[config.mk]
export PLATFORM = sky130hd
export DESIGN_NAME = hit_write_buffer
export DESIGN_NICKNAME = d
export VERILOG_FILES = /design/src/design/cache_pkg.sv /design/src/design/hit_write_buffer.sv
export SDC_FILE = /design/constraint.sdc
export NUM_CORES = 1
export LEC_CHECK = 0
export ABC_AREA = 1
export BUFFER_PORTS_ARGS = -buffer_cell sky130_fd_sc_hd__buf_2
export CAP_MARGIN = 10
export CORE_MARGIN = 3
export CORE_UTILIZATION = 40
export CTS_BUF_LIST = sky130_fd_sc_hd__clkbuf_4 sky130_fd_sc_hd__clkbuf_8
export CTS_CLUSTER_SIZE = 14
export DETAILED_ROUTE_END_ITERATION = 12
export PLACE_DENSITY_LB_ADDON = 0.12
export SYNTH_ARGS = -nofsm -noshare
export SYNTH_HDL_FRONTEND = slang
export SYNTH_SLANG_ARGS = --single-unit
[constraint.sdc]
create_clock -name clk -period 1.8 [get_ports clk]
set_input_delay 0.18 -clock clk [delete_from_list [all_inputs] [get_ports clk]]
set_output_delay 0.18 -clock clk [all_outputs]
set_load 0.03 [all_outputs]
[src/design/cache_pkg.sv]
`default_nettype none

package cache_pkg;

    localparam int index_w        = 8;
    localparam int tag_w          = 20;
    localparam int offset_w       = 4;
    localparam int words_per_line = 4;
    localparam int word_w         = 32;

    typedef logic [1:0] word_sel_t;                          // word in line, also bank number
    typedef logic [words_per_line*word_w-1:0] line_t;

    typedef enum logic {op_read = 1'b0, op_write = 1'b1} mem_op_t;

    typedef enum logic [2:0] {s_idle, s_lookup, s_miss, s_replace, s_refill} cache_state_t;

    typedef enum logic {w_idle, w_write} wbuf_state_t;

    typedef struct packed {
        mem_op_t             op;
        logic [index_w-1:0]  index;
        logic [tag_w-1:0]    tag;
        logic [offset_w-1:0] offset;
        logic [3:0]          wstrb;
        logic [word_w-1:0]   wdata;
    } cpu_req_t;

    typedef struct packed {
        logic [index_w-1:0] index;
        logic               way;
        word_sel_t          word;
        logic [3:0]         wstrb;
        logic [word_w-1:0]  wdata;
    } way_wr_t;

    typedef struct packed {
        logic [tag_w-1:0] tag;
        logic             valid;
    } tag_entry_t;

    localparam logic [2:0] burst_line = 3'b100;              // whole-line burst on the bus

endpackage

`default_nettype wire
[src/design/hit_write_buffer.sv]
`default_nettype none

module hit_write_buffer (
    input  wire                        clk,
    input  wire                        resetn,
    input  wire                        hit_write,
    input  wire cache_pkg::way_wr_t    hit_entry,
    input  wire cache_pkg::word_sel_t  req_word,
    output cache_pkg::way_wr_t         wbuf,
    output logic                       pending,
    output logic                       bank_busy
);
    import cache_pkg::*;

    wbuf_state_t state_q;
    wbuf_state_t state_d;
    way_wr_t     entry_q;

    always_comb
    begin
        state_d = state_q;
        case (state_q)
            w_idle:
            begin
                if (hit_write)
                    state_d = w_write;
            end
            w_write:
            begin
                if (!hit_write)
                    state_d = w_idle;                           // stays busy on back-to-back hits
            end
            default: state_d = w_idle;
        endcase
    end

    always_ff @(posedge clk or negedge resetn)
    begin
        if (!resetn)
            state_q <= w_idle;
        else
            state_q <= state_d;
    end

    always_ff @(posedge clk)
    begin
        if (hit_write)
            entry_q <= hit_entry;
    end

    assign wbuf      = entry_q;
    assign pending   = (state_q == w_write);
    assign bank_busy = pending && (req_word == entry_q.word);   // same bank, any index or way

endmodule

`default_nettype wire

### Word level (Yosys, flattened, before mapping)

Cells that the tools add are included.

| cells by class | value |
|---|---|
| add/subtract/negate cells | 0 |
| multipliers | 0 |
| divide/modulo/power cells | 0 |
| order comparisons | 0 |
| eq/ne operators | 1 |
| shift-type cells | 0 |
| muxes and demuxes | 1 |
| bitwise logic cells | 0 |
| reductions and logical operators | 1 |

Operator list:

| operator | count |
|---|---|
| $eq 2x2->1 | 1 |
| $logic_and 1x1->1 | 1 |
| $mux 1 | 1 |

| word-level totals | value |
|---|---|
| bits in registers | 48 |
| latch bits | 0 |
| RAM bits | 0 |
| memory bits (read-only) | 0 |
| bits of input ports | 52 |
| output and inout port bits | 49 |
| word-level logic and storage cells | 9 |
| memories | 0 |

### Logic depth before layout (Yosys ltp)

| logic depth | value |
|---|---|
| word-level depth | 2 |
| gate-level depth with buffers | 4 |
| gate-level depth less buffers | 4 |

### Least setup slack after synthesis

No wires, ideal clock.

| timing path | value |
|---|---|
| kind | register to output |
| start point | register entry_q (netlist bit wbuf[37]) |
| end point | output port bank_busy |
| data arrival time | 1.135 ns |
| slack | 0.485 ns |
| cell stages (with the launch flop) | 4 |
| buffers on the path | 0 |
| cells stage by stage | edfxtp_1 nor2_1 nor2_1 nor2_1 |

| on the way | value |
|---|---|
| longest elaborated chain between the ends | 2 |

RTL lines:

| item | RTL line | source |
|---|---|---|
| start: declaration | hit_write_buffer.sv:17 | `way_wr_t entry_q;` |
| start signal: assignment | hit_write_buffer.sv:48 | `entry_q <= hit_entry;` |
| $eq 2x2->1 | hit_write_buffer.sv:53 | `assign bank_busy = pending && (req_word == entry_q.word);` |
| $logic_and 1x1->1 | hit_write_buffer.sv:53 |  |
| end: declaration | hit_write_buffer.sv:11 | `output logic bank_busy` |

Every way passes these cells.

### Final worst setup path

Same ends and word-level chain as after synthesis.

==> impl_metrics.yaml <==
routing:
  wl_per_cell_microns: 12.9
  viasPerCell: 4.27
  ant_nets: 0
  drt_iter0_markers: 30
  num_vias: 918
  firstDrtPassIters: 4
  drc: 0
  wl_microns: 2760
critical_path:
  cpMaxStageDelayCell: "edfxtp_1"
  cp_top_family: "flip-flops"
  worstPathRequired_ps: 1620
  max_stage_delay_ps: 410
  end_kind: "output port"
  crit_arrival_ps: 1180
  crit_chain: "nor2_1, nor2_1, nor2_1, buf_2"
  cpMostUsedCell: "nor2_1"
  worst-path-max-fanout: 3
  crit_type: "flip-flop to output port"
  cp-start-kind: "flip-flop"
  timing.critical_path.buf_inv: 1
synthesis:
  synth_largest_area_cell: "edfxtp_1"
  synthTopCellsByArea: "edfxtp_1 (96%), dfrtp_1 (1.7%), inv_1 (0.76%)"
  synth_adder_area_share: 0
  synth_area_sq_um: 1480
  synth_xor_area_frac: 0
  ys_ff_latch: 48
  ys_seq_area_frac: 0.974
  synthFlopType: "edfxtp_1"
  synth_edf_count: 47
  synth_top_family_by_area: "simple AND/OR/NAND/NOR gates"
  yosysTopAreaCellShare: 0.957
  syn_nets: 110
  synth_cells: 58
  synthMuxAreaShare: 0
  ys_async_sr_fraction: 0.0208
  syn_avg_cell_area_sq_um: 25.4
  synth.top_cells.by_count: "edfxtp_1 (47), inv_1 (3), nand2_1 (3), nor2_1 (3)"
  synth-simple-area-share: 0.0187
  synth_compound_area_frac: 0
  synth_cell_types: 6
  yosys_warnings: 0
  yosysMostFrequentCell: "edfxtp_1"
finish:
  fin_nets: 220
  fillerInstances: 270
  areaGrowthSynthToFinish_pct: 45.5
  num_antenna_cells: 0
  layout-drive-gt1-share: 0.645
run:
  drv_cap: 0
sta:
  timing.setup.tns_ps: 0
  period_share: 0.755
  rsz0062_at_grt: "no"
  slew_violations: 0
  slew_headroom: 0.799
  setup_violations: 0
  fmax_mhz: 736
  hold_viol: 0
  tightest_slew_ps: 302
  hold_ws_ps: 64.9
  min_period_ps: 1360
power_and_ir_drop:
  swShare: 0.247
  power.clock.fraction: 0.262
  p_int_mw: 1.73
  p_switching_uw: 565
  power_frac_comb: 0.151
  power.share.sequential: 0.587
  p_leak_nw: 0.959
  ir_drop_uv: 616
  powerDensity_nw_per_um2: 1070
  finalPower_mw: 2.29
floorplan:
  ios: 101
  fp.dieW_microns: 66.7
  start_util: 0.429
  die_y_microns: 66.7
  core_area_sq_um: 3440
  dieArea_sq_um: 4450
  row_count: 21
clock_tree:
  clock-root-buffer: "clkbuf_8"
  clk_pin_slew_ps: 80
  cts_sinks: 48
  cts_max_level: 2
  cts_buffer_depth: 2
  cts_resized: 0
  tritoncts: "yes"
  numCtsBuffers: 5
global_routing:
  grt_max_degree: 26
  overflow: 0
  grt_pass1_wl_microns: 3860
  grt_pass1_vias: 879
  grt_usage: 0.127
  antenna_found_initial: 0
min_path:
  min-delay-start: "hit_entry[5]"
  whs_path_depth: 1
  hold-path-endpoint: "wbuf[5]"
  holdCritPathClass: "primary input to flip-flop"
outcome:
  outcome: "finished clean"
place:
  place_congestion: 0.651
  port_buffers: 100
  hpwl_microns: 2160
metrics by stage:
| stage | worst slack, ps | cell area [sq um] | util | instances |
|---|---|---|---|---|
| floorplan | 485 | 1480 | - | 58 |
| global placement | 818 | 2050 | 0.595 | 206 |
| detailed placement | 744 | 2050 | 0.595 | 206 |
| CTS | 421 | 2150 | 0.623 | 215 |
| global route | 375 | 2150 | 0.623 | 215 |
| finish | 441 | 2150 | 0.623 | 215 |
what timing repair did:
action | in CTS | in global routing
buffers inserted | 0 | 0
hold buffers | 1 | 0
hold endpoints to repair | 1 | 0
routing by layer:
layer | global-route usage | vias to the layer above | share of wire
met4 | 0.0838 | 0 | 0.014
met1 | 0.131 | 425 | 0.33
li1 | - | 439 | -
met3 | 0.0354 | 4 | 0.10
met2 | 0.222 | 50 | 0.55
met5 | 0 | - | 0
layout make-up:
cell class | instances | area, sq um | share of cell area
Clock buffer | 7 | 83.8 | 0.0391
Clock inverter | 1 | 3.75 | 0.00175
Inverter | 3 | 11.3 | 0.00525
Multi-Input combinational cell | 7 | 27.5 | 0.0128
Sequential cell | 48 | 1440 | 0.669
Tap cell | 46 | 57.6 | 0.0268
Timing Repair Buffer | 103 | 526 | 0.245
power by group through the flow:
stage                     Combinational (mW)  Sequential [mW]  Clock [mW]
after detailed placement               0.350             1.37           0
after global placement                 0.344             1.37           0
after global routing                   0.366             1.35       0.678
after floorplan                      0.00895             1.55           0
final                                  0.346             1.34       0.600
after CTS                              0.352             1.34       0.621
how the worst max path moves through the flow:
stage | from | to | slack [ps] | depth (start not counted)
finish | wbuf[37] | bank_busy | 440 | 4
global route | wbuf[37] | bank_busy | 370 | 4
CTS | wbuf[37] | bank_busy | 420 | 4
detailed placement | wbuf[37] | bank_busy | 740 | 4
global placement | wbuf[37] | bank_busy | 820 | 4
floorplan | wbuf[37] | bank_busy | 480 | 3
cells in the final DEF (no fill, tap or decap), drive strengths merged:
cell type,n
clkinv,1
nand2,3
buf,102
inv,3
dfrtp,1
dlygate4sd3,1
nor2,3
edfxtp,47
nand3,1
clkbuf,7
cell families after synthesis:
logic type,count (synthesis)
buf+inv,3
flops,48
simple gates,7
state kept, by name, summed over array words and instances (netlist names):
register and flops:
wbuf 47, pending 1
Power figures use the tool's default switching activity.
