==> config.mk <==
export PLATFORM = sky130hd
export DESIGN_NAME = cache_ctrl
export DESIGN_NICKNAME = d
export VERILOG_FILES = /design/src/design/cache_pkg.sv /design/src/design/cache_ctrl.sv
export SDC_FILE = /design/constraint.sdc
export NUM_CORES = 1
export LEC_CHECK = 0
export BUFFER_PORTS_ARGS = -buffer_cell sky130_fd_sc_hd__clkbuf_2
export CAP_MARGIN = 0
export CORE_AREA = 4 4 300 302
export DETAILED_ROUTE_END_ITERATION = 16
export DIE_AREA = 0 0 304 306
export PLACE_DENSITY_LB_ADDON = 0.3
export SKIP_CTS_REPAIR_TIMING = 1
export SLEW_MARGIN = 20
export SYNTH_ARGS = -nofsm -noshare
export SYNTH_HDL_FRONTEND = slang
export SYNTH_SLANG_ARGS = --single-unit
==> constraint.sdc <==
create_clock -name clk -period 15.05 [get_ports clk]
set_input_delay 3.01 -clock clk [delete_from_list [all_inputs] [get_ports clk]]
set_output_delay 3.01 -clock clk [all_outputs]
set_load 0.05 [all_outputs]
==> src/design/cache_pkg.sv <==
`default_nettype none

package cache_pkg;

    localparam int index_w        = 8;
    localparam int tag_w          = 20;
    localparam int offset_w       = 4;
    localparam int words_per_line = 4;
    localparam int word_w         = 32;

    typedef logic [1:0] word_sel_t;                          // word in line, also bank number
    typedef logic [words_per_line*word_w-1:0] line_t;

    typedef enum logic {op_read = 1'b0, op_write = 1'b1} mem_op_t;

    typedef enum logic [2:0] {s_idle, s_lookup, s_miss, s_replace, s_refill} cache_state_t;

    typedef enum logic {w_idle, w_write} wbuf_state_t;

    typedef struct packed {
        mem_op_t             op;
        logic [index_w-1:0]  index;
        logic [tag_w-1:0]    tag;
        logic [offset_w-1:0] offset;
        logic [3:0]          wstrb;
        logic [word_w-1:0]   wdata;
    } cpu_req_t;

    typedef struct packed {
        logic [index_w-1:0] index;
        logic               way;
        word_sel_t          word;
        logic [3:0]         wstrb;
        logic [word_w-1:0]  wdata;
    } way_wr_t;

    typedef struct packed {
        logic [tag_w-1:0] tag;
        logic             valid;
    } tag_entry_t;

    localparam logic [2:0] burst_line = 3'b100;              // whole-line burst on the bus

endpackage

`default_nettype wire
==> src/design/cache_ctrl.sv <==
`default_nettype none

module cache_ctrl #(
    parameter int  num_sets   = 256,
    parameter int  line_words = 4,
    localparam int set_w      = $clog2(num_sets)
) (
    input  wire                               clk,
    input  wire                               resetn,
    input  wire                               valid,
    input  wire cache_pkg::cpu_req_t          req,
    output logic                              addr_ok,
    output logic                              data_ok,
    output logic [cache_pkg::word_w-1:0]      rdata,
    input  wire cache_pkg::tag_entry_t [1:0]  way_tag,
    input  wire cache_pkg::line_t [1:0]       way_line,
    input  wire [1:0]                         way_dirty,
    input  wire                               bank_busy,
    output logic                              hit_write,
    output cache_pkg::way_wr_t                hit_entry,
    output logic                              lookup_en,
    output logic [set_w-1:0]                  lookup_index,
    output cache_pkg::word_sel_t              lookup_word,
    output logic                              victim_rd,
    output logic [1:0]                        refill_en,
    output logic [set_w-1:0]                  refill_index,
    output cache_pkg::word_sel_t              refill_word,
    output logic [cache_pkg::word_w-1:0]      refill_data,
    output cache_pkg::tag_entry_t             tag_wr,
    output logic                              dirty_set_on_refill,
    output logic                              rd_req,
    output logic [2:0]                        rd_type,
    output logic [31:0]                       rd_addr,
    input  wire                               rd_rdy,
    input  wire                               ret_valid,
    input  wire                               ret_last,
    input  wire [31:0]                        ret_data,
    output logic                              wr_req,
    output logic [2:0]                        wr_type,
    output logic [31:0]                       wr_addr,
    output logic [3:0]                        wr_wstrb,
    output cache_pkg::line_t                  wr_data,
    input  wire                               wr_rdy
);
    import cache_pkg::*;

    cache_state_t      state_q;
    cache_state_t      state_d;
    cpu_req_t          req_q;
    word_sel_t         req_word;
    word_sel_t         in_word;
    logic [1:0]        way_hit;
    logic              cache_hit;
    logic              accept;
    logic              lookup_conflict;
    logic              victim_way;
    logic              victim_way_q;
    logic              replace_first_q;
    word_sel_t         cnt_q;
    logic              last_beat;
    logic [word_w-1:0] hit_word;
    logic [word_w-1:0] wmask;
    tag_entry_t        victim_tag;

    assign req_word = req_q.offset[offset_w-1:2];
    assign in_word  = req.offset[offset_w-1:2];

    assign way_hit[0] = way_tag[0].valid && (way_tag[0].tag == req_q.tag);
    assign way_hit[1] = way_tag[1].valid && (way_tag[1].tag == req_q.tag);
    assign cache_hit  = |way_hit;

    assign hit_write       = (state_q == s_lookup) && cache_hit && (req_q.op == op_write);
    assign lookup_conflict = hit_write && (in_word == req_word);  // buffered case is bank_busy
    assign addr_ok         = ((state_q == s_idle) || (state_q == s_lookup && cache_hit))
                          && !lookup_conflict && !bank_busy;
    assign accept          = valid && addr_ok;

    assign hit_word = way_line[way_hit[1]][word_w*req_word +: word_w];
    assign rdata    = (state_q == s_refill) ? ret_data : hit_word;
    assign data_ok  = ((state_q == s_lookup) && (cache_hit || req_q.op == op_write))
                   || ((state_q == s_refill) && ret_valid && (cnt_q == req_word)
                       && (req_q.op == op_read));

    assign hit_entry = '{index: req_q.index, way: way_hit[1], word: req_word,
                         wstrb: req_q.wstrb, wdata: req_q.wdata};

    // first invalid way, else way 0
    assign victim_way = way_tag[0].valid && !way_tag[1].valid;
    assign victim_tag = way_tag[victim_way];

    assign lookup_en    = accept;
    assign lookup_index = req.index[set_w-1:0];
    assign lookup_word  = in_word;
    assign victim_rd    = (state_q == s_miss) && wr_rdy;      // read whole victim line

    assign refill_en[0] = (state_q == s_refill) && ret_valid && !victim_way_q;
    assign refill_en[1] = (state_q == s_refill) && ret_valid && victim_way_q;
    assign refill_index = req_q.index[set_w-1:0];
    assign refill_word  = cnt_q;
    assign wmask        = {{8{req_q.wstrb[3]}}, {8{req_q.wstrb[2]}},
                           {8{req_q.wstrb[1]}}, {8{req_q.wstrb[0]}}};
    assign refill_data  = (req_q.op == op_write && cnt_q == req_word)
                        ? ((ret_data & ~wmask) | (req_q.wdata & wmask))
                        : ret_data;
    assign tag_wr              = '{tag: req_q.tag, valid: 1'b1};
    assign dirty_set_on_refill = (req_q.op == op_write);
    assign last_beat = ret_valid && (ret_last || (cnt_q == word_sel_t'(line_words - 1)));

    assign rd_req  = (state_q == s_replace);
    assign rd_type = burst_line;
    assign rd_addr = {req_q.tag, req_q.index, {offset_w{1'b0}}};

    assign wr_req   = replace_first_q && way_dirty[victim_way];  // victim outputs valid now
    assign wr_type  = burst_line;
    assign wr_addr  = {victim_tag.tag, req_q.index, {offset_w{1'b0}}};
    assign wr_wstrb = 4'b1111;
    assign wr_data  = way_line[victim_way];

    always_comb
    begin
        state_d = state_q;
        case (state_q)
            s_idle:
            begin
                if (accept)
                    state_d = s_lookup;
            end
            s_lookup:
            begin
                if (!cache_hit)
                    state_d = s_miss;
                else if (!accept)
                    state_d = s_idle;
            end
            s_miss:
            begin
                if (wr_rdy)
                    state_d = s_replace;
            end
            s_replace:
            begin
                if (rd_rdy)
                    state_d = s_refill;
            end
            s_refill:
            begin
                if (last_beat)
                    state_d = s_idle;
            end
            default: state_d = s_idle;
        endcase
    end

    always_ff @(posedge clk or negedge resetn)
    begin
        if (!resetn)
        begin
            state_q         <= s_idle;
            replace_first_q <= 1'b0;
            victim_way_q    <= 1'b0;
            cnt_q           <= '0;
        end
        else
        begin
            state_q         <= state_d;
            replace_first_q <= victim_rd;
            if (replace_first_q)
                victim_way_q <= victim_way;                     // held for the refill
            if (state_q == s_replace)
                cnt_q <= '0;
            else if (state_q == s_refill && ret_valid)
                cnt_q <= cnt_q + 2'd1;
        end
    end

    always_ff @(posedge clk)
    begin
        if (accept)
            req_q <= req;
    end

endmodule

`default_nettype wire

---- Yosys cells after proc, flatten, opt, wreduce, memory -nomap -nowiden ----
Cells that the tools add are included.
word-level totals
  register bits ........................... 76
  input bits .............................. 409
  output and inout port bits .............. 364
  word-level logic and storage cells ...... 83
operators by class
  add/sub/neg operators ................... 1
  magnitude comparators ................... 2
  equal/unequal tests ..................... 14
  shift-type cells ........................ 1
  muxes and demuxes ....................... 19
  bitwise logic cells ..................... 5
  reduce and logical (&&, ||, !) cells .... 31
operators with widths
  kind                                                                   count
  128-bit 2-to-1 mux                                                     4
  128-bit by 8-bit variable part select with 32-bit output               1
  32-bit AND                                                             2
  32-bit 2-to-1 mux                                                      2
  21-bit 2-to-1 mux                                                      2
  20-bit == test                                                         2
  32-bit NOT                                                             1
  32-bit OR                                                              1
  1-bit logical AND                                                      19
  3-bit 2-to-1 mux                                                       6
  3-bit one-hot mux with 5 select lines                                  1
  3-bit by 2-bit == test with 1-bit output (second input constant)       2
  2-bit inequality test (second input constant)                          3
  5-bit AND reduction                                                    1
  2-bit == test                                                          2
  1-bit zero test                                                        4
  1-bit logical OR                                                       4
  1-bit by 2-bit < comparator with 1-bit output (second input constant)  2
  2-bit 2-to-1 mux                                                       2
  3-bit by 1-bit == test with 1-bit output (second input constant)       1
  3-bit == test (second input constant)                                  1
  3-bit zero test                                                        1
  3-bit inequality test (second input constant)                          1
  2-bit by 1-bit adder with 2-bit output (second input constant)         1
  other kinds (6)                                                        7

---- Longest topological paths before layout ----
Gate-level depths: netlist (run 1).
  depth in word-level cells ............... 13
  gate-level depth with buffers ........... 7
  gate-level depth less buffers ........... 5

---- Worst setup path before layout (run 1) ----
OpenSTA, ideal clock, no wires.
  path kind ............................... in2out
  from .................................... input port way_tag[32] in the netlist's numbering
  to ...................................... output port lookup_en
  data arrival time ....................... 8.047 ns
  required time ........................... 12.040 ns
  slack ................................... 3.993 ns
  stages .................................. 5
  path buffers ............................ 0
  cells stage by stage .................... xor2_1 nand4b_1 nor4_4 a22oi_1 o22ai_1
on the way
  cells in the longest elaborated chain, start to end .. 10
  elaborated cells between the ends (all ways) .. 11
  classes of those cells .................. eq/ne (1); reduce/logical (10)
RTL lines
  what                                RTL line                            RTL
  from (decl)                         cache_ctrl.sv:15                    input wire cache_pkg::tag_entry_t [1:0] way_tag,
  20-bit == test (*)                  cache_ctrl.sv:69                    assign way_hit[1] = way_tag[1].valid && (way_tag[1].tag == req_q.tag);
  1-bit logical AND (*)               cache_ctrl.sv:69
  2-bit OR reduction (*)              cache_ctrl.sv:70                    assign cache_hit = |way_hit;
  1-bit logical AND (*)               cache_ctrl.sv:72, cache_ctrl.sv:74
  1-bit logical AND                   cache_ctrl.sv:72                    assign hit_write = (state_q == s_lookup) && cache_hit && (req_q.op == op_write);
  1-bit logical AND                   cache_ctrl.sv:73                    assign lookup_conflict = hit_write && (in_word == req_word);
  1-bit zero test                     cache_ctrl.sv:75                    && !lookup_conflict && !bank_busy;
  1-bit logical AND (*) (2 in a row)  cache_ctrl.sv:75
  1-bit logical AND (*)               cache_ctrl.sv:76                    assign accept = valid && addr_ok;
  to (decl)                           cache_ctrl.sv:21                    output logic lookup_en,
Every way passes the cells marked *; elsewhere a longest branch is shown, timed or not.

---- Worst setup path after layout (run 1) ----
  from .................................... input port way_tag[40] in the netlist's numbering
  to ...................................... output port rdata[28] in the netlist's numbering
on the way
  cells in the longest elaborated chain, start to end .. 6
RTL lines
  what                                                      RTL line          RTL
  20-bit == test                                            cache_ctrl.sv:69
  1-bit logical AND                                         cache_ctrl.sv:69
  128-bit 2-to-1 mux (implied by the code) (2 in a row)     cache_ctrl.sv:78  assign hit_word = way_line[way_hit[1]][word_w*req_word +: word_w];
  128-bit by 8-bit variable part select with 32-bit output  cache_ctrl.sv:78
  32-bit 2-to-1 mux                                         cache_ctrl.sv:79  assign rdata = (state_q == s_refill) ? ret_data : hit_word;
  to (decl)                                                 cache_ctrl.sv:14  output logic [cache_pkg::word_w-1:0] rdata,
Every way passes these cells. The select of a mux whose other input is x is not followed.

==> results of run 1 <==
## flip-flops by register name, indices dropped and copies added (netlist names)
name / cells
rd_addr: 20
dirty_set_on_refill: 1
state_q: 3
replace_first_q: 1
victim_way_q: 1
hit_entry: 38
refill_index: 8
refill_word: 2
## worst max-delay path, cell delays in order
cell and delay, ns:
clkbuf_2 0.10, xnor2_1 0.56, nand4_1 0.27, nor4_4 0.83
buf_4 0.63, and2_2 0.40, buf_4 0.49, o211ai_1 0.25
clkbuf_2 0.38
## per-layer routing
layer | track usage [%] | up-vias
met5 | 0 | -
met4 | 3.58 | 0
met3 | 2.47 | 47
met2 | 19.3 | 481
met1 | 14.3 | 4481
li1 | - | 4024
## metrics by stage
step / hold WS (ns) / total power, W
2_1_floorplan: 0.492 / 0.000905
3_3_place_gp: 0.514 / 0.00117
3_5_place_dp: 0.513 / 0.00116
4_1_cts: 0.528 / 0.00141
5_1_grt: 0.555 / 0.00145
6_report: 0.523 / 0.00138
## final cells by class
cell class              count  area, µm²  share of cell area (%)
repair buffers            767       3880                    29.8
multi-input cells         524       5210                    39.9
flip-flops and latches     74       2190                    16.8
diodes                      2       5.00                  0.0384
clock buffers              11        243                    1.86
well taps                1165       1460                    11.2
clock inverters             5       31.3                   0.240
inverters                   7       26.3                   0.202
## placed cells by master (no fill, tap or decap), drive strengths merged, types with 3 or more instances in the layout
| master | count |
|---|---|
| and3 | 4 |
| buf | 16 |
| clkbuf | 762 |
| clkinv | 4 |
| conb | 19 |
| dfrtp | 7 |
| edfxtp | 67 |
| inv | 7 |
| mux2 | 181 |
| mux4 | 64 |
| nand2 | 78 |
| nand2b | 4 |
| nand3 | 8 |
| nand4 | 43 |
| nor2 | 7 |
| nor3 | 3 |
| nor4 | 5 |
| o211ai | 32 |
| o21ai | 4 |
| xnor2 | 37 |
| xor2 | 8 |
## kinds of logic after synthesis
| family | Yosys count | share of synthesized area [%] |
|---|---|---|
| fa+ha+maj | 1 | 0.154 |
| buf+inv | 134 | 10.1 |
| mux | 247 | 43.1 |
| flops | 74 | 26.9 |
| simple gates | 164 | 10.2 |
| xor+xnor | 45 | 4.86 |
| other cells | 2 | 0.0925 |
| compound gates | 48 | 4.52 |
## how the worst min path moves through the flow
| stage | from | endpoint | cells past startpoint |
|---|---|---|---|
| 6_report | replace_first_q$_DFF_PN0_ | victim_way_q$_DFFE_PN0P_ | 1 |
| 3_3_place_gp | replace_first_q$_DFF_PN0_ | victim_way_q$_DFFE_PN0P_ | 1 |
| 5_1_grt | replace_first_q$_DFF_PN0_ | victim_way_q$_DFFE_PN0P_ | 1 |
| 4_1_cts | replace_first_q$_DFF_PN0_ | victim_way_q$_DFFE_PN0P_ | 1 |
| 3_5_place_dp | replace_first_q$_DFF_PN0_ | victim_way_q$_DFFE_PN0P_ | 1 |
| 2_1_floorplan | replace_first_q$_DFF_PN0_ | victim_way_q$_DFFE_PN0P_ | 1 |
## power by group through the flow
stage	registers, W	clock network, W	logic [W]
floorplan	0.000356	0	0.000549
global placement	0.000298	0	0.000869
detailed placement	0.000298	0	0.000866
CTS	0.000293	0.000247	0.000869
global route	0.000297	0.000254	0.000898
finish	0.000294	0.000229	0.000855
==> flow_summary_export.csv, run 1 <==
group,metric,value,unit
run_status,status,"finished clean",
grt,grt_pass1_wl,74700,µm
drt,drt-vias-per-instance,3.54,
floorplanning,rows,109,
sta,fmax,99.6,MHz
drt,vias,9033,
sta,period_minus_slack,10.04,ns
floorplanning,core,0.0877,mm²
sta,rsz0062_at_grt,"false",
drt,met1Wirelength,24000,µm
drt,topRoutingLayerUsed,"met4",
floorplanning,initial_core_util,9.26,%
synthesis,synth.area.top_cells,"mux2_2, edfxtp_1, mux4_2, buf_4, xnor2_1",
power,power_density,106,mW/mm²
clocking,cts.sinks,74,
sta,report.final.slew_viol_count,0,
placed_design,dp_cells,2537,
synthesis,synth_seq_area_share,26.9,%
worst_setup_path,crit_fanout,30,
placed_design,dp_hpwl,47000,µm
floorplanning,fp.dieW,304,µm
placed_design,io_buffers,751,
layout,finalNonFillerCells,2555,
synthesis,synth_most_common_cell,"mux2_2",
clocking,cts_tree,"yes",
synthesis,synth_cells,715,
drt,wl_met2,26900,µm
layout,final_layout_size_suffix_gt1_share,74.6,%
drt,routed_wl,55400,µm
drt,wl_met3,3220,µm
layout,fill_cells,10049,
worst_hold_path,hold_class,"reg -> reg",
placed_design,gp_congestion,0.828,
sta,tightest_slew,0.878,ns
job,max_cap_viol_count,0,
synthesis,yosys.area.top_type,"mux2_2",
worst_setup_path,r2r-start,"rd_addr[30]$_DFFE_PP_",
sta,fin_ws,5.01,ns
layout,utilization,14.9,%
layout,syn_to_final_growth,60.6,%
clocking,cts_root_buf,"clkbuf_16",
sta,final_hold_viol_count,0,
synthesis,synth_common_cells,"mux2_2, nand2_1, buf_4",
layout,fin_area,0.0130,mm²
power,vdd_ir_drop_max,0.0000583,V
clocking,clk_path_buf_depth,2,
power,comb_power_share,62.1,%
layout,nets,1793,
drt,ant_nets,0,
grt,overflow,0,
worst_setup_path,worst-r2r-setup-slack,11.22,ns
power,pwr-share-seq,21.3,%
synthesis,yosys_warnings,0,
drt,wire_per_inst,21.7,µm
worst_setup_path,cp-endpoint,"rdata[28]",
sta,slew_headroom,41.4,%
synthesis,netlist_area,0.00812,mm²
synthesis,synth_edf_count,67,
placed_design,dpl-instance-area,0.0128,mm²
synthesis,synthFlopType,"edfxtp_1",
worst_setup_path,reg2regPathDepth,6,
worst_setup_path,critical_path_class,"in -> out",
worst_setup_path,crit_required,12.04,ns
sta,final.setup.tns,0,ns
grt,antenna_found_initial,8,
synthesis,synth_cell_types,45,
synthesis,async_reset_ff_share,9.46,%
clocking,clk_latency,0.38,ns
floorplanning,die-area,0.0930,mm²
sta,period_share,66.7,%
floorplanning,ios,773,
synthesis,synth_top_area_share,25.1,%
grt,track_usage,11.3,%
floorplanning,chipHeight,306,µm
grt,grt_max_degree,62,
sta,fin_worst_skew,0.0152,ns
power,p_switching,0.000773,W
synthesis,synth.avg_cell_area,11.4,µm²
grt,grt_pass1_vias,9505,
worst_setup_path,cp-start-kind,"input pin",
clocking,cts.reportedPaths.clkPinSlew,0.06,ns
power,switching_share,56.1,%
clocking,cts_max_level,3,
power,leakagePower,5.71,nW
power,p_int,0.000605,W
drt,first_pass_iters,5,
worst_setup_path,critPathArrivalTime,7.03,ns
drt,drt_iter0_markers,489,
clocking,cts_made_buffers,9,
placed_design,dp_worst_setup_slack,4.71,ns
worst_setup_path,r2r-end,"hit_entry[17]$_DFFE_PP_",
drt,drt_drc_violations_left,0,
sta,final-setup-viol-count,0,
synthesis,ys_seq_elements,74,
power,p_clk_share,16.6,%
worst_setup_path,endpoint_kind,"primary output",
worst_setup_path,crit_start,"way_tag[40]",
Power figures use the tool's default switching activity.
==> run 2: changes to the inputs <==
- CORE_AREA: 4 4 300 302 -> 4 4 302 304
- DIE_AREA: 0 0 304 306 -> 0 0 306 308
- clock period: 15.05 -> 8.6 ns (I/O delays scaled with it)
==> flow_summary_export.csv, run 2 (same netlist as run 1, synthesis figures left out) <==
group,metric,value,unit
run_status,status,"finished clean",
worst_setup_path,critical_path_class,"in -> out",
worst_setup_path,endpoint_kind,"primary output",
power,leakagePower,5.71,nW
sta,report.final.slew_viol_count,0,
sta,fin_worst_skew,0.0204,ns
floorplanning,chipHeight,308,µm
grt,grt_pass1_wl,79900,µm
drt,drt_iter0_markers,463,
clocking,cts_made_buffers,9,
worst_setup_path,reg2regPathDepth,7,
worst_hold_path,worstHoldStart,"victim_way_q$_DFFE_PN0P_",
clocking,clk_path_buf_depth,2,
power,p_int,0.00105,W
floorplanning,core,0.0882,mm²
placed_design,io_buffers,751,
grt,grt_max_degree,57,
drt,routed_wl,60400,µm
sta,final.setup.tns,0,ns
sta,final_hold_viol_count,0,
power,vdd_ir_drop_max,0.000102,V
worst_hold_path,min_path_cells,1,
worst_setup_path,r2r-start,"rd_addr[30]$_DFFE_PP_",
drt,wire_per_inst,23.6,µm
worst_setup_path,critPathArrivalTime,4.85,ns
clocking,cts_root_buf,"clkbuf_16",
drt,drt-vias-per-instance,3.56,
job,max_cap_viol_count,0,
layout,final_common_cell,"clkbuf_2",
power,comb_power_share,62.5,%
placed_design,gp_congestion,0.857,
grt,antenna_found_initial,9,
sta,rsz0062_at_grt,"false",
layout,final_layout_size_suffix_gt1_share,74.5,%
layout,finalNonFillerCells,2557,
worst_setup_path,crit_start,"way_tag[40]",
clocking,clk_latency,0.40,ns
drt,drt_drc_violations_left,0,
sta,fin_ws,2.03,ns
layout,nets,1793,
placed_design,dp_cells,2537,
sta,tightest_slew,0.912,ns
floorplanning,fp.dieW,306,µm
worst_hold_path,hold_class,"reg -> reg",
clocking,cts_max_level,3,
sta,final-setup-viol-count,0,
clocking,cts_tree,"yes",
floorplanning,ios,773,
grt,grt_pass1_vias,9433,
grt,overflow,0,
worst_setup_path,crit_required,6.88,ns
clocking,cts.sinks,74,
floorplanning,rows,109,
drt,first_pass_iters,5,
power,power_density,185,mW/mm²
sta,fmax,152,MHz
floorplanning,die-area,0.0942,mm²
worst_setup_path,cp-start-kind,"input pin",
layout,largest_reg_flops,38,
power,p_clk_share,16.3,%
sta,period_minus_slack,6.57,ns
placed_design,dp_worst_setup_slack,1.95,ns
clocking,cts.reportedPaths.clkPinSlew,0.07,ns
drt,ant_nets,0,
power,pwr-share-seq,21.2,%
sta,period_share,76.4,%
worst_setup_path,crit_fanout,34,
sta,slew_headroom,39.2,%
placed_design,dp_hpwl,52200,µm
sta,finalHoldWorstSlack,0.544,ns
layout,syn_to_final_growth,60.8,%
power,p_switching,0.00137,W
floorplanning,initial_core_util,9.20,%
grt,track_usage,12.2,%
layout,layout_common_cells,"clkbuf_2, mux2_2, nand2_1, edfxtp_1, mux4_2",
drt,vias,9106,
power,switching_share,56.6,%
## run 2: cell types whose count changed in the layout (fill, tap and decap cells not counted), sizes merged
cell    before  now
diode        2    4
inv          7    8
clkbuf     762  761
## run 2: critical path: stages
cell and delay, ns:
clkbuf_2 0.10, xnor2_1 0.54, nand4_1 0.26, nor4_4 0.35
buf_4 0.60, a22oi_1 0.47, o22ai_4 0.40, clkbuf_2 0.39
## run 2: area by class of cell
class | instances | area [µm²]
clock inverter | 6 | 42.5
timing repair buffer | 767 | 3890
antenna | 4 | 10.0
fill | 10137 | 75200
multi-input combinational | 524 | 5210
tap | 1165 | 1460
clock buffer | 10 | 229
inverter | 7 | 26.3
sequential | 74 | 2190
## run 2: stage by stage
stage	total power (W)	instance area (µm²)	utilization, %
2_1_floorplan	0.00158	8180	-
3_3_place_gp	0.00206	12800	14.5
3_5_place_dp	0.00205	12800	14.5
4_1_cts	0.00248	13000	14.8
5_1_grt	0.00255	13000	14.8
6_report	0.00242	13100	14.8
## run 2: worst paths after layout
| check | endpoint | slack [ns] |
|---|---|---|
| worst max register to register | hit_entry[17]$_DFFE_PP_ | 4.50 |
| worst min-delay path | victim_way_q$_DFFE_PN0P_ | 0.54 |
| min in group asynchronous | victim_way_q$_DFFE_PN0P_ | 1.16 |
| worst min register to register | victim_way_q$_DFFE_PN0P_ | 0.54 |
| worst max-delay path | lookup_en | 2.03 |
| max in group asynchronous | refill_word[0]$_DFFE_PN0P_ | 7.25 |
## run 2: layer usage
metal  vias to the layer above  part of all wire [%]  wire (µm)  track usage (%)
met5                         -                 0.045         27                0
met4                         4                   1.2        716             2.44
met3                        28                   7.8       4740             3.04
met2                       522                    48      29000             20.3
met1                      4522                    43      26000             16.2
li1                       4030                     -          -                -
## run 2: power groups by stage
stage	Sequential, W	Clock [W]	Combinational, W
after global placement	0.000521	0	0.00153
after detailed placement	0.000521	0	0.00153
after floorplan	0.000623	0	0.000961
final	0.000513	0.000395	0.00151
after global routing	0.000521	0.000441	0.00159
after CTS	0.000513	0.000432	0.00153
